**src/include/elink_params.svh**
```systemverilog
/*
 * elink transmit parameters
 * word, tick and transaction limits shared by design and testbench
 */
`ifndef ELINK_PARAMS_SVH
`define ELINK_PARAMS_SVH

// ####################
// widths
// ####################
`define ELINK_TICK_W   4                   // heartbeat every 2**n cycles
`define ELINK_WORD_W   32                  // transmit word
`define ELINK_BYTES    (`ELINK_WORD_W / 8) // bytes per word on the wire
`define ELINK_LEN_W    4                   // header length field

// ####################
// transaction limits
// ####################
`define ELINK_MAX_LEN  15                  // data words after one control word

`endif

```
**src/verilog/elink_pkg.sv**
```systemverilog
/*
 * elink shared types
 * reset sequencer states, opcodes and the two views of a link word
 */
`include "elink_params.svh"

package elink_pkg;

   // reset sequence, steps only on heartbeat
   typedef enum logic [2:0] {
      reset_all  = 3'd0,
      start_pll  = 3'd1,
      stop_pll   = 3'd2,
      start_chip = 3'd3,
      hold       = 3'd4,
      active     = 3'd5
   } reset_state_t;

   // known opcodes, anything else is reserved
   typedef enum logic [3:0] {
      write         = 4'h1,
      read          = 4'h2,
      read_response = 4'h3
   } link_opcode_t;

   // control header layout, opcode in the top nibble
   typedef struct packed {
      link_opcode_t                                opcode;
      logic [`ELINK_LEN_W-1:0]                     len;    // data words that follow
      logic [`ELINK_WORD_W-`ELINK_LEN_W-5:0]       addr;
   } link_hdr_t;

   // one word, header view or plain data
   typedef union packed {
      logic [`ELINK_WORD_W-1:0] raw;
      link_hdr_t                hdr;
   } link_word_u;

endpackage

```
**src/verilog/elink_reset_seq.sv**
```systemverilog
/*
 * elink reset sequencer
 * walks pll reset, chip reset and link reset through the bring-up order,
 * one step per heartbeat, waiting on pll lock where needed
 */
`include "elink_params.svh"

module elink_reset_seq
   import elink_pkg::*;
(
   input  logic sys_clk,
   input  logic reset_in,     // sync, active high
   input  logic link_en,
   input  logic pll_locked,   // async, from pll
   output logic pll_reset,
   output logic chip_resetb,  // active low
   output logic link_reset
);

   // ####################
   // heartbeat
   // ####################
   logic [`ELINK_TICK_W-1:0] tick_cnt;
   logic                     heartbeat;

   always_ff @(posedge sys_clk)
   begin
      if (reset_in)
      begin
         tick_cnt  <= '0;
         heartbeat <= 1'b0;
      end
      else
      begin
         tick_cnt  <= tick_cnt + 1'b1;    // free running, wraps
         heartbeat <= (tick_cnt == '0);   // one pulse per wrap
      end
   end

   // ####################
   // synchronizers
   // ####################
   logic [1:0] req_sync;    // reset request, two flops
   logic [1:0] lock_sync;   // pll lock, two flops
   logic       rst_req;
   logic       lock_s;

   always_ff @(posedge sys_clk)
   begin
      req_sync  <= {req_sync[0], reset_in | ~link_en};
      lock_sync <= {lock_sync[0], pll_locked};
   end

   assign rst_req = req_sync[1];
   assign lock_s  = lock_sync[1];

   // ####################
   // sequence fsm
   // ####################
   reset_state_t state;

   always_ff @(posedge sys_clk)
   begin
      if (reset_in || rst_req)
         state <= reset_all;
      else if (heartbeat)
      begin
         case (state)
            reset_all:  state <= start_pll;
            start_pll:  if (lock_s) state <= stop_pll;   // wait for first lock
            stop_pll:   state <= start_chip;
            start_chip: state <= hold;
            hold:       if (lock_s) state <= active;     // relock after quiet time
            active:     state <= active;                 // until next reset request
            default:    state <= reset_all;
         endcase
      end
   end

   // output decodes
   // pll held in reset around the chip reset edge
   assign pll_reset   = (state == reset_all) | (state == stop_pll) | (state == start_chip);
   assign chip_resetb = (state == start_chip) | (state == hold) | (state == active);
   assign link_reset  = (state != active);   // gates both tx stages

endmodule

```
**src/verilog/elink_tx_framer.sv**
```systemverilog
/*
 * elink transmit framer
 * first tx stage, decodes control words and tags first and last word
 */
`include "elink_params.svh"

module elink_tx_framer
   import elink_pkg::*;
(
   input  logic       sys_clk,
   input  logic       reset_in,
   input  logic       link_reset,
   input  link_word_u in_data,
   input  logic       in_valid,
   output logic       in_ready,
   output link_word_u word,
   output logic       word_first,
   output logic       word_last,
   output logic       word_valid,
   input  logic       word_ready
);

   localparam int unsigned LEN_W = `ELINK_LEN_W;

   logic [LEN_W-1:0] remain;        // data words still owed
   logic             expect_ctrl;   // next word is a header
   logic [LEN_W-1:0] hdr_len;
   logic             in_fire;
   logic             dec_first;
   logic             dec_last;

   // stall while link down or output held
   assign in_ready = ~link_reset & (~word_valid | word_ready);
   assign in_fire  = in_valid & in_ready;

   // length field through the header view
   assign hdr_len = in_data.hdr.len;

   // ####################
   // word decode
   // ####################
   always_comb
   begin
      if (expect_ctrl)
      begin
         dec_first = 1'b1;               // reserved opcodes pass as is
         dec_last  = (hdr_len == '0);    // header only
      end
      else
      begin
         dec_first = 1'b0;
         dec_last  = (remain == 1);      // final data word
      end
   end

   // control state emptied while link down
   always_ff @(posedge sys_clk)
   begin
      if (reset_in || link_reset)
      begin
         word_valid  <= 1'b0;
         expect_ctrl <= 1'b1;
         remain      <= '0;
      end
      else
      begin
         if (in_fire)
            word_valid <= 1'b1;
         else if (word_ready)
            word_valid <= 1'b0;          // taken so stage empties
         if (in_fire)
         begin
            expect_ctrl <= dec_last;     // header after a last word
            remain      <= expect_ctrl ? hdr_len : remain - 1'b1;
         end
      end
   end

   // payload register
   always_ff @(posedge sys_clk)
   begin
      if (in_fire)
      begin
         word.raw   <= in_data.raw;
         word_first <= dec_first;
         word_last  <= dec_last;
      end
   end

endmodule

```
**src/verilog/elink_tx_serializer.sv**
```systemverilog
/*
 * elink transmit serializer
 * second tx stage, sends each word as bytes msb first with a frame flag
 */
`include "elink_params.svh"

module elink_tx_serializer
   import elink_pkg::*;
(
   input  logic       sys_clk,
   input  logic       reset_in,
   input  logic       link_reset,
   input  link_word_u word,
   input  logic       word_first,
   input  logic       word_last,
   input  logic       word_valid,
   output logic       word_ready,
   output logic [7:0] tx_data,
   output logic       tx_frame,
   output logic       tx_valid,
   input  logic       tx_ready
);

   localparam int unsigned      IDX_W    = $clog2(`ELINK_BYTES);
   localparam logic [IDX_W-1:0] LAST_IDX = IDX_W'(`ELINK_BYTES - 1);

   logic [`ELINK_WORD_W-1:0] shift_reg;   // top byte on the wire
   logic [IDX_W-1:0]         byte_idx;
   logic                     cur_last;    // word in flight closes the frame
   logic                     frame_open;
   logic                     last_byte;
   logic                     load;
   logic                     tx_fire;

   assign last_byte = (byte_idx == LAST_IDX);
   assign tx_fire   = tx_valid & tx_ready;

   // reload on empty or on final byte, no bubble
   assign word_ready = ~link_reset & (~tx_valid | (tx_ready & last_byte));
   assign load       = word_valid & word_ready;

   assign tx_data  = shift_reg[`ELINK_WORD_W-1 -: 8];   // msb first
   assign tx_frame = frame_open;

   // ####################
   // byte control
   // ####################
   always_ff @(posedge sys_clk)
   begin
      if (reset_in || link_reset)
      begin
         tx_valid   <= 1'b0;
         byte_idx   <= '0;
         frame_open <= 1'b0;
      end
      else
      begin
         if (load)
         begin
            tx_valid <= 1'b1;            // valid the cycle after load
            byte_idx <= '0;
         end
         else if (tx_fire)
         begin
            tx_valid <= ~last_byte;      // drains unless reloaded
            byte_idx <= last_byte ? '0 : byte_idx + 1'b1;
         end
         // a new first word wins over closing the old frame
         if (load && word_first)
            frame_open <= 1'b1;
         else if (tx_fire && last_byte && cur_last)
            frame_open <= 1'b0;
      end
   end

   // shift register, payload only
   always_ff @(posedge sys_clk)
   begin
      if (load)
      begin
         shift_reg <= word.raw;
         cur_last  <= word_last;
      end
      else if (tx_fire)
         shift_reg <= {shift_reg[`ELINK_WORD_W-9:0], 8'h00};   // next byte up
   end

endmodule

```
**src/verilog/elink_tx_top.sv**
```systemverilog
/*
 * elink transmit top
 * reset sequencer gating a framer and serializer pipeline
 */
module elink_tx_top
   import elink_pkg::*;
(
   input  logic       sys_clk,
   input  logic       reset_in,
   input  logic       link_en,
   input  logic       pll_locked,
   input  link_word_u in_data,
   input  logic       in_valid,
   output logic       in_ready,
   output logic [7:0] tx_data,
   output logic       tx_frame,
   output logic       tx_valid,
   input  logic       tx_ready,
   output logic       pll_reset,
   output logic       chip_resetb,
   output logic       link_reset
);

   // framer to serializer
   link_word_u word_bus;
   logic       word_first;
   logic       word_last;
   logic       word_valid;
   logic       word_ready;

   // ####################
   // bring-up
   // ####################
   elink_reset_seq i_reset_seq (
      .sys_clk     (sys_clk),
      .reset_in    (reset_in),
      .link_en     (link_en),
      .pll_locked  (pll_locked),
      .pll_reset   (pll_reset),
      .chip_resetb (chip_resetb),
      .link_reset  (link_reset)    // only signal into the stages
   );

   // ####################
   // tx pipeline
   // ####################
   elink_tx_framer i_framer (
      .sys_clk    (sys_clk),
      .reset_in   (reset_in),
      .link_reset (link_reset),
      .in_data    (in_data),
      .in_valid   (in_valid),
      .in_ready   (in_ready),
      .word       (word_bus),
      .word_first (word_first),
      .word_last  (word_last),
      .word_valid (word_valid),
      .word_ready (word_ready)
   );

   elink_tx_serializer i_serializer (
      .sys_clk    (sys_clk),
      .reset_in   (reset_in),
      .link_reset (link_reset),
      .word       (word_bus),
      .word_first (word_first),
      .word_last  (word_last),
      .word_valid (word_valid),
      .word_ready (word_ready),
      .tx_data    (tx_data),
      .tx_frame   (tx_frame),
      .tx_valid   (tx_valid),
      .tx_ready   (tx_ready)
   );

endmodule

```
**config.mk**
```make
export PLATFORM = sky130hd
export DESIGN_NAME = elink_tx_top
export DESIGN_NICKNAME = d
export VERILOG_FILES = /design/src/verilog/elink_pkg.sv /design/src/verilog/elink_reset_seq.sv /design/src/verilog/elink_tx_framer.sv /design/src/verilog/elink_tx_serializer.sv /design/src/verilog/elink_tx_top.sv
export VERILOG_INCLUDE_DIRS = /design/src /design/src/include
export SDC_FILE = /design/constraint.sdc
export NUM_CORES = 1
export LEC_CHECK = 0
export ABC_AREA = 0
export BUFFER_PORTS_ARGS = -buffer_cell sky130_fd_sc_hd__buf_2
export CORE_ASPECT_RATIO = 0.7
export CORE_MARGIN = 2
export CORE_UTILIZATION = 35
export CTS_CLUSTER_SIZE = 14
export DETAILED_ROUTE_END_ITERATION = 8
export HOLD_SLACK_MARGIN = 0.02
export REMOVE_ABC_BUFFERS = 1
export SLEW_MARGIN = 20
export SYNTH_ARGS = -nofsm -noshare
export SYNTH_HDL_FRONTEND = slang
export SYNTH_HIERARCHICAL = 1
export SYNTH_SLANG_ARGS = --single-unit
export TNS_END_PERCENT = 100
```
**constraint.sdc**
```tcl
create_clock -name sys_clk -period 4.2 [get_ports sys_clk]
set_input_delay 0 -clock sys_clk [delete_from_list [all_inputs] [get_ports sys_clk]]
set_output_delay 0 -clock sys_clk [all_outputs]
set_load 0.05 [all_outputs]
```
; ---- After elaboration in Yosys (flattened, before gate mapping)
; Cells that the tools add are included.
; W data, S select, Z words.
[word_totals]
reg_bits = 89
output_inout_bits = 14
elab_cells = 75
[op_classes]
addsub = 3
n_eq_ne = 10
muxes = 15
bitwise = 18
reduce_logical = 13
[op_table]
columns = cell, n
row1 = $mux W32, 2
row2 = $pmux W3 S6, 1
row3 = $logic_not A4 Y1, 2
row4 = $mux W1, 8
row5 = $or A1 B1 Y1, 7
row6 = $and A1 B1 Y1, 6
row7 = $eq A3 B2 Y1 const B, 2
row8 = $eq A3 B3 Y1 const B, 2
row9 = $mux W3, 2
row10 = $reduce_bool A2 Y1, 3
row11 = $not A1 Y1, 5
row12 = $add A4 B1 Y4 const B, 1
row13 = $eq A4 B1 Y1 const B, 1
row14 = $mux W4, 1
row15 = $ne A2 B1 Y1 const B, 2
row16 = $sub A4 B1 Y4 const B, 1
row17 = $eq A3 B1 Y1 const B, 1
row18 = $logic_and A1 B1 Y1, 3
row19 = $logic_not A3 Y1, 1
row20 = $ne A3 B3 Y1 const B, 1
row21 = $reduce_and A3 Y1, 1
row22 = $add A2 B1 Y2 const B, 1
row23 = $eq A2 B2 Y1 const B, 1
row24 = $logic_or A1 B1 Y1, 2
row25 = 2 further kinds, 2

; ---- Longest topological paths before layout
[depth]
depth_word = 8
mapped_depth = 8
mapped_depth_nobuf = 8

; ---- By module
; Netlist, hierarchy kept.
[by_module_without_submodules]
columns = mod, instances, cells_each, area_per_inst_um2, seq_area_each_um2
row1 = elink_tx_serializer, 1, 98, 1689.1, 1071.0
row2 = elink_tx_framer, 1, 82, 1410.1, 1141.1
row3 = elink_reset_seq, 1, 46, 464.2, 240.2

; ---- Least setup slack after synthesis
; Ideal clock, no wire load.
[synth_timing]
path_type = reg-to-reg
from = register i_reset_seq.state[0]
to = register i_serializer.shift_reg[0] (enable)
setup_ns = 0.388
arrival_ns = 2.345
setup_slack_ns = 1.467
path_stages_with_launch = 7
cell_sequence = dfxtp_1 > nor2b_2 > nand2_1 > nor3b_2 > buf_6 > buf_2 > a21o_1
[synth_via]
elab_chain_cells = 5
[synth_rtl]
columns = item, line
row1 = from (decl), elink_reset_seq.sv:60  ; reset_state_t state;
row2 = from (signal assigned), elink_reset_seq.sv:65  ; state <= reset_all;
row3 = from (signal assigned), elink_reset_seq.sv:69  ; reset_all: state <= start_pll;
row4 = from (signal assigned), elink_reset_seq.sv:70  ; start_pll: if (lock_s) state <= stop_pll;
row5 = $ne A3 B3 Y1, elink_reset_seq.sv:84  ; assign link_reset = (state != active);
row6 = named net link_reset, elink_tx_top.sv:21  ; output logic link_reset
row7 = $not A1 Y1, elink_tx_serializer.sv:39  ; assign word_ready = ~link_reset & (~tx_valid | (tx_ready & last_byte));
row8 = $and A1 B1 Y1, elink_tx_serializer.sv:39
row9 = $and A1 B1 Y1, elink_tx_serializer.sv:40  ; assign load = word_valid & word_ready;
row10 = named net i_serializer.load, elink_tx_serializer.sv:32  ; logic load;
row11 = $reduce_bool A2 Y1 (no source line), n/a
row12 = to (signal assigned), elink_tx_serializer.sv:81  ; shift_reg <= word.raw;
row13 = to (signal assigned), elink_tx_serializer.sv:85  ; shift_reg <= {shift_reg[`ELINK_WORD_W-9:0], 8'h00};
row14 = to (decl), elink_tx_serializer.sv:27  ; logic [`ELINK_WORD_W-1:0] shift_reg;
; The timed path passes the listed nets, and every way through them passes these cells.
; A chain may end at the register's enable or synchronous reset.

; ---- Worst setup path after layout
[layout_timing]
from = register i_reset_seq.state[0]
to = register i_serializer.shift_reg[26] (data pin)
[layout_via]
elab_chain_cells = 5
[layout_rtl]
columns = item, line
row1 = $ne A3 B3 Y1, elink_reset_seq.sv:84
row2 = $not A1 Y1, elink_tx_serializer.sv:39
row3 = $and A1 B1 Y1, elink_tx_serializer.sv:39
row4 = $and A1 B1 Y1, elink_tx_serializer.sv:40
row5 = $mux W32, elink_tx_serializer.sv:79  ; if (load)
; No other way between the ends.

==> results.cfg <==
[cts]
clock-root-buffer = sky130_fd_sc_hd__clkbuf_16
cts.sink_count = 89
cts-htree-levels = 3
tritoncts = built
clk-insertion-delay-late_ns = 0.33
cts-buffers-inserted = 9
clk_pin_slew_ns = 0.06
buffers_from_clock_root_to_sink_at_most = 2

[cells_and_area]
n_fill_cell = 869
layout.nets = 354
antenna_cells_inserted = 0
finalInstanceArea_um2 = 4517
mostFrequentLayoutCells = sky130_fd_sc_hd__edfxtp_1, sky130_fd_sc_hd__buf_2, sky130_fd_sc_hd__dlygate4sd3_1, sky130_fd_sc_hd__dfxtp_1, sky130_fd_sc_hd__mux2_4
layout_cells_sized_above_1_pct = 30.79
synthToLayoutAreaGrowth_pct = 26.76
final_common_cell = sky130_fd_sc_hd__edfxtp_1

[synthesis]
asyncSetResetFlopFracSynth_pct = 0
number_of_synthesized_register_bits = 89
post_synth_design_cell_area_um2 = 3563
cells_taking_the_most_area_after_synthesis = sky130_fd_sc_hd__edfxtp_1, sky130_fd_sc_hd__dfxtp_1, sky130_fd_sc_hd__mux2_4
yosys_warnings = 6
netlist.area_leader.share_pct = 56.46
ys_flop_type = sky130_fd_sc_hd__edfxtp_1
distinct_cell_type_count_after_synthesis = 49
yosysSeqAreaShare_pct = 68.82
syn_avg_cell_area_um2 = 15.77
synthesis.instances = 226
synth_top_area_cell = sky130_fd_sc_hd__edfxtp_1
synth_enable_flop_cells = 67

[place]
final_replace_weighted_congestion = 0.6825
dpl.hpwl_um = 3569
portBuffers = 51
place_area_um2 = 3881

[global_routing]
use_met2_pct = 18.08
grt.overflow.total = 0
groute.layer.met3.usage_pct = 4.837
antenna_violations_before_repair = 0
groute.usage.overall_pct = 11.40
grt_start_max_net_pins = 43
busiest_layer = met2
grt_use_met1_pct = 14.05
first_global_vias = 1892
grt_pass1_wl_um = 9418

[sta]
timing.max_slew.rel_slack_pct = 67.73
grt_setup_unrepaired = false
finalSetupViolations = 0
fmax_ghz = 0.3896
final-max-slew-violation-count = 0
timing.clock.skew_ns = 0.004955
final.period_utilization_pct = 61.12
tightestPinTransition_ns = 0.4836
final-hold-violation-count = 0
timing.setup.tns_ns = 0
final_period_minus_worst_setup_slack_ns = 2.567

[pwr]
pwr_density_cell_nw_per_um2 = 387.7
power.leakage_nw = 1.665
total_power_mw = 1.751
max-vdd-ir-drop_v = 0.0002770

[setup_path]
cp_max_fo = 29
critPathRequiredTime_ns = 4.28
worstSetupEndpointType = flop
critPathKind = flop to flop
cp.arrival_ns = 2.65
crit_path_start_kind = flop

[floorplan]
die_h_um = 88.42
core-area_um2 = 9797
io-pin-count = 52
dieArea_um2 = 11020
dieWidth_um = 124.6
row_count = 30
effective_utilization_at_floorplan_pct = 36.37

[detailed_routing]
post_drt_via_cell_ratio = 4.413
wl_um = 5762
drt_iter0_markers = 120
drc = 0
vias = 1955
route.antenna.remaining_nets = 0
post_drt_wl_per_cell_um = 13.01
detail_route.first_pass.iterations = 4

[outcome]
run_status = finished clean

[run]
max_cap_viol_count = 0

[hold_path]
worst_hold_path_type = input port to flop
[worst max-delay path: stages (launching register included)]
cell                      delay [ns]
sky130_fd_sc_hd__dfxtp_1        0.41
sky130_fd_sc_hd__nor2b_2        0.21
sky130_fd_sc_hd__nand2_1        0.29
sky130_fd_sc_hd__nor3b_4        0.54
sky130_fd_sc_hd__buf_4          0.47
sky130_fd_sc_hd__mux2_2         0.38
[cell usage after synthesis, types with 2 or more instances]
library cell / count
sky130_fd_sc_hd__edfxtp_1: 67
sky130_fd_sc_hd__dfxtp_1: 22
sky130_fd_sc_hd__mux2_4: 18
sky130_fd_sc_hd__nor2_1: 17
sky130_fd_sc_hd__buf_4: 9
sky130_fd_sc_hd__and2_1: 8
sky130_fd_sc_hd__nand2_1: 7
sky130_fd_sc_hd__mux2_2: 6
sky130_fd_sc_hd__ha_1: 5
sky130_fd_sc_hd__inv_1: 5
sky130_fd_sc_hd__nand3_1: 5
sky130_fd_sc_hd__a21oi_1: 4
sky130_fd_sc_hd__nand2b_1: 4
sky130_fd_sc_hd__a31oi_1: 3
sky130_fd_sc_hd__mux2i_1: 3
sky130_fd_sc_hd__nor2b_1: 3
sky130_fd_sc_hd__nor3_1: 3
sky130_fd_sc_hd__a21boi_1: 2
sky130_fd_sc_hd__buf_2: 2
sky130_fd_sc_hd__buf_6: 2
sky130_fd_sc_hd__nor3b_1: 2
sky130_fd_sc_hd__nor4_1: 2
[power by group]
group	internal (mW)	total (mW)	switching (mW)	leakage (nW)
sequential	0.944	0.949	0.00490	0.792
combinational	0.0402	0.0593	0.0191	0.737
clock	0.448	0.743	0.295	0.135
[final timing paths]
| path | from | to | slack, ns | cells after the start |
|---|---|---|---|---|
| max | i_reset_seq/state[0]$_SDFFE_PP0P_ | i_serializer/shift_reg[26]$_DFFE_PP_ | 1.63 | 5 |
| min | tx_ready | i_serializer/tx_valid$_SDFFE_PP0P_ | 0.09 | 4 |
| max reg2reg | i_reset_seq/state[0]$_SDFFE_PP0P_ | i_serializer/shift_reg[26]$_DFFE_PP_ | 1.63 | 5 |
| min reg2reg | i_reset_seq/lock_sync[0]$_DFF_P_ | i_reset_seq/lock_sync[1]$_DFF_P_ | 0.33 | 0 |
[final cells by class]
cell class / count / area, um^2 / area share [%]
inverters: 6 / 27.53 / 0.6094
clock buffers: 9 / 225.2 / 4.986
flip-flops and latches: 89 / 2452 / 54.29
multi-input cells: 116 / 970.9 / 21.50
clock inverters: 6 / 50.05 / 1.108
repair buffers: 89 / 630.6 / 13.96
well taps: 128 / 160.2 / 3.546
[through the flow]
| stage | hold slack [ns] | worst slack, ns | std cells | util (%) |
|---|---|---|---|---|
| finish | 0.08735 | 1.633 | 443 | 46.10 |
| global route | 0.1307 | 1.415 | 443 | 46.10 |
| CTS | 0.06810 | 1.612 | 443 | 46.10 |
| detailed placement | 0.1045 | 1.626 | 392 | 39.62 |
| global placement | 0.1038 | 1.723 | 392 | 39.62 |
| floorplan | 0.02772 | 0.2040 | 211 | - |
[cells by family after synthesis]
| family | count (synthesis) | synth area share [%] |
|---|---|---|
| xor+xnor | 2 | 0.4917 |
| simple gates | 63 | 10.22 |
| buf+inv | 21 | 4.108 |
| mux | 27 | 10.32 |
| fa+ha+maj | 5 | 1.756 |
| flops | 89 | 68.82 |
| compound gates | 19 | 4.284 |
[routing by layer]
layer | wire, um | vias to the layer above
met5 | 0 | -
li1 | - | 992
met3 | 273 | 6
met1 | 2746 | 917
met4 | 59 | 0
met2 | 2682 | 40
[what timing repair did]
| action | CTS | global route |
|---|---|---|
| buffers inserted | 0 | 0 |
| endpoints found under the setup margin | 0 | 0 |
| endpoints found under the hold margin | 45 | 0 |
| gates resized for setup | 0 | 0 |
| hold buffers | 36 | 0 |
Power figures use the tool's default switching activity.
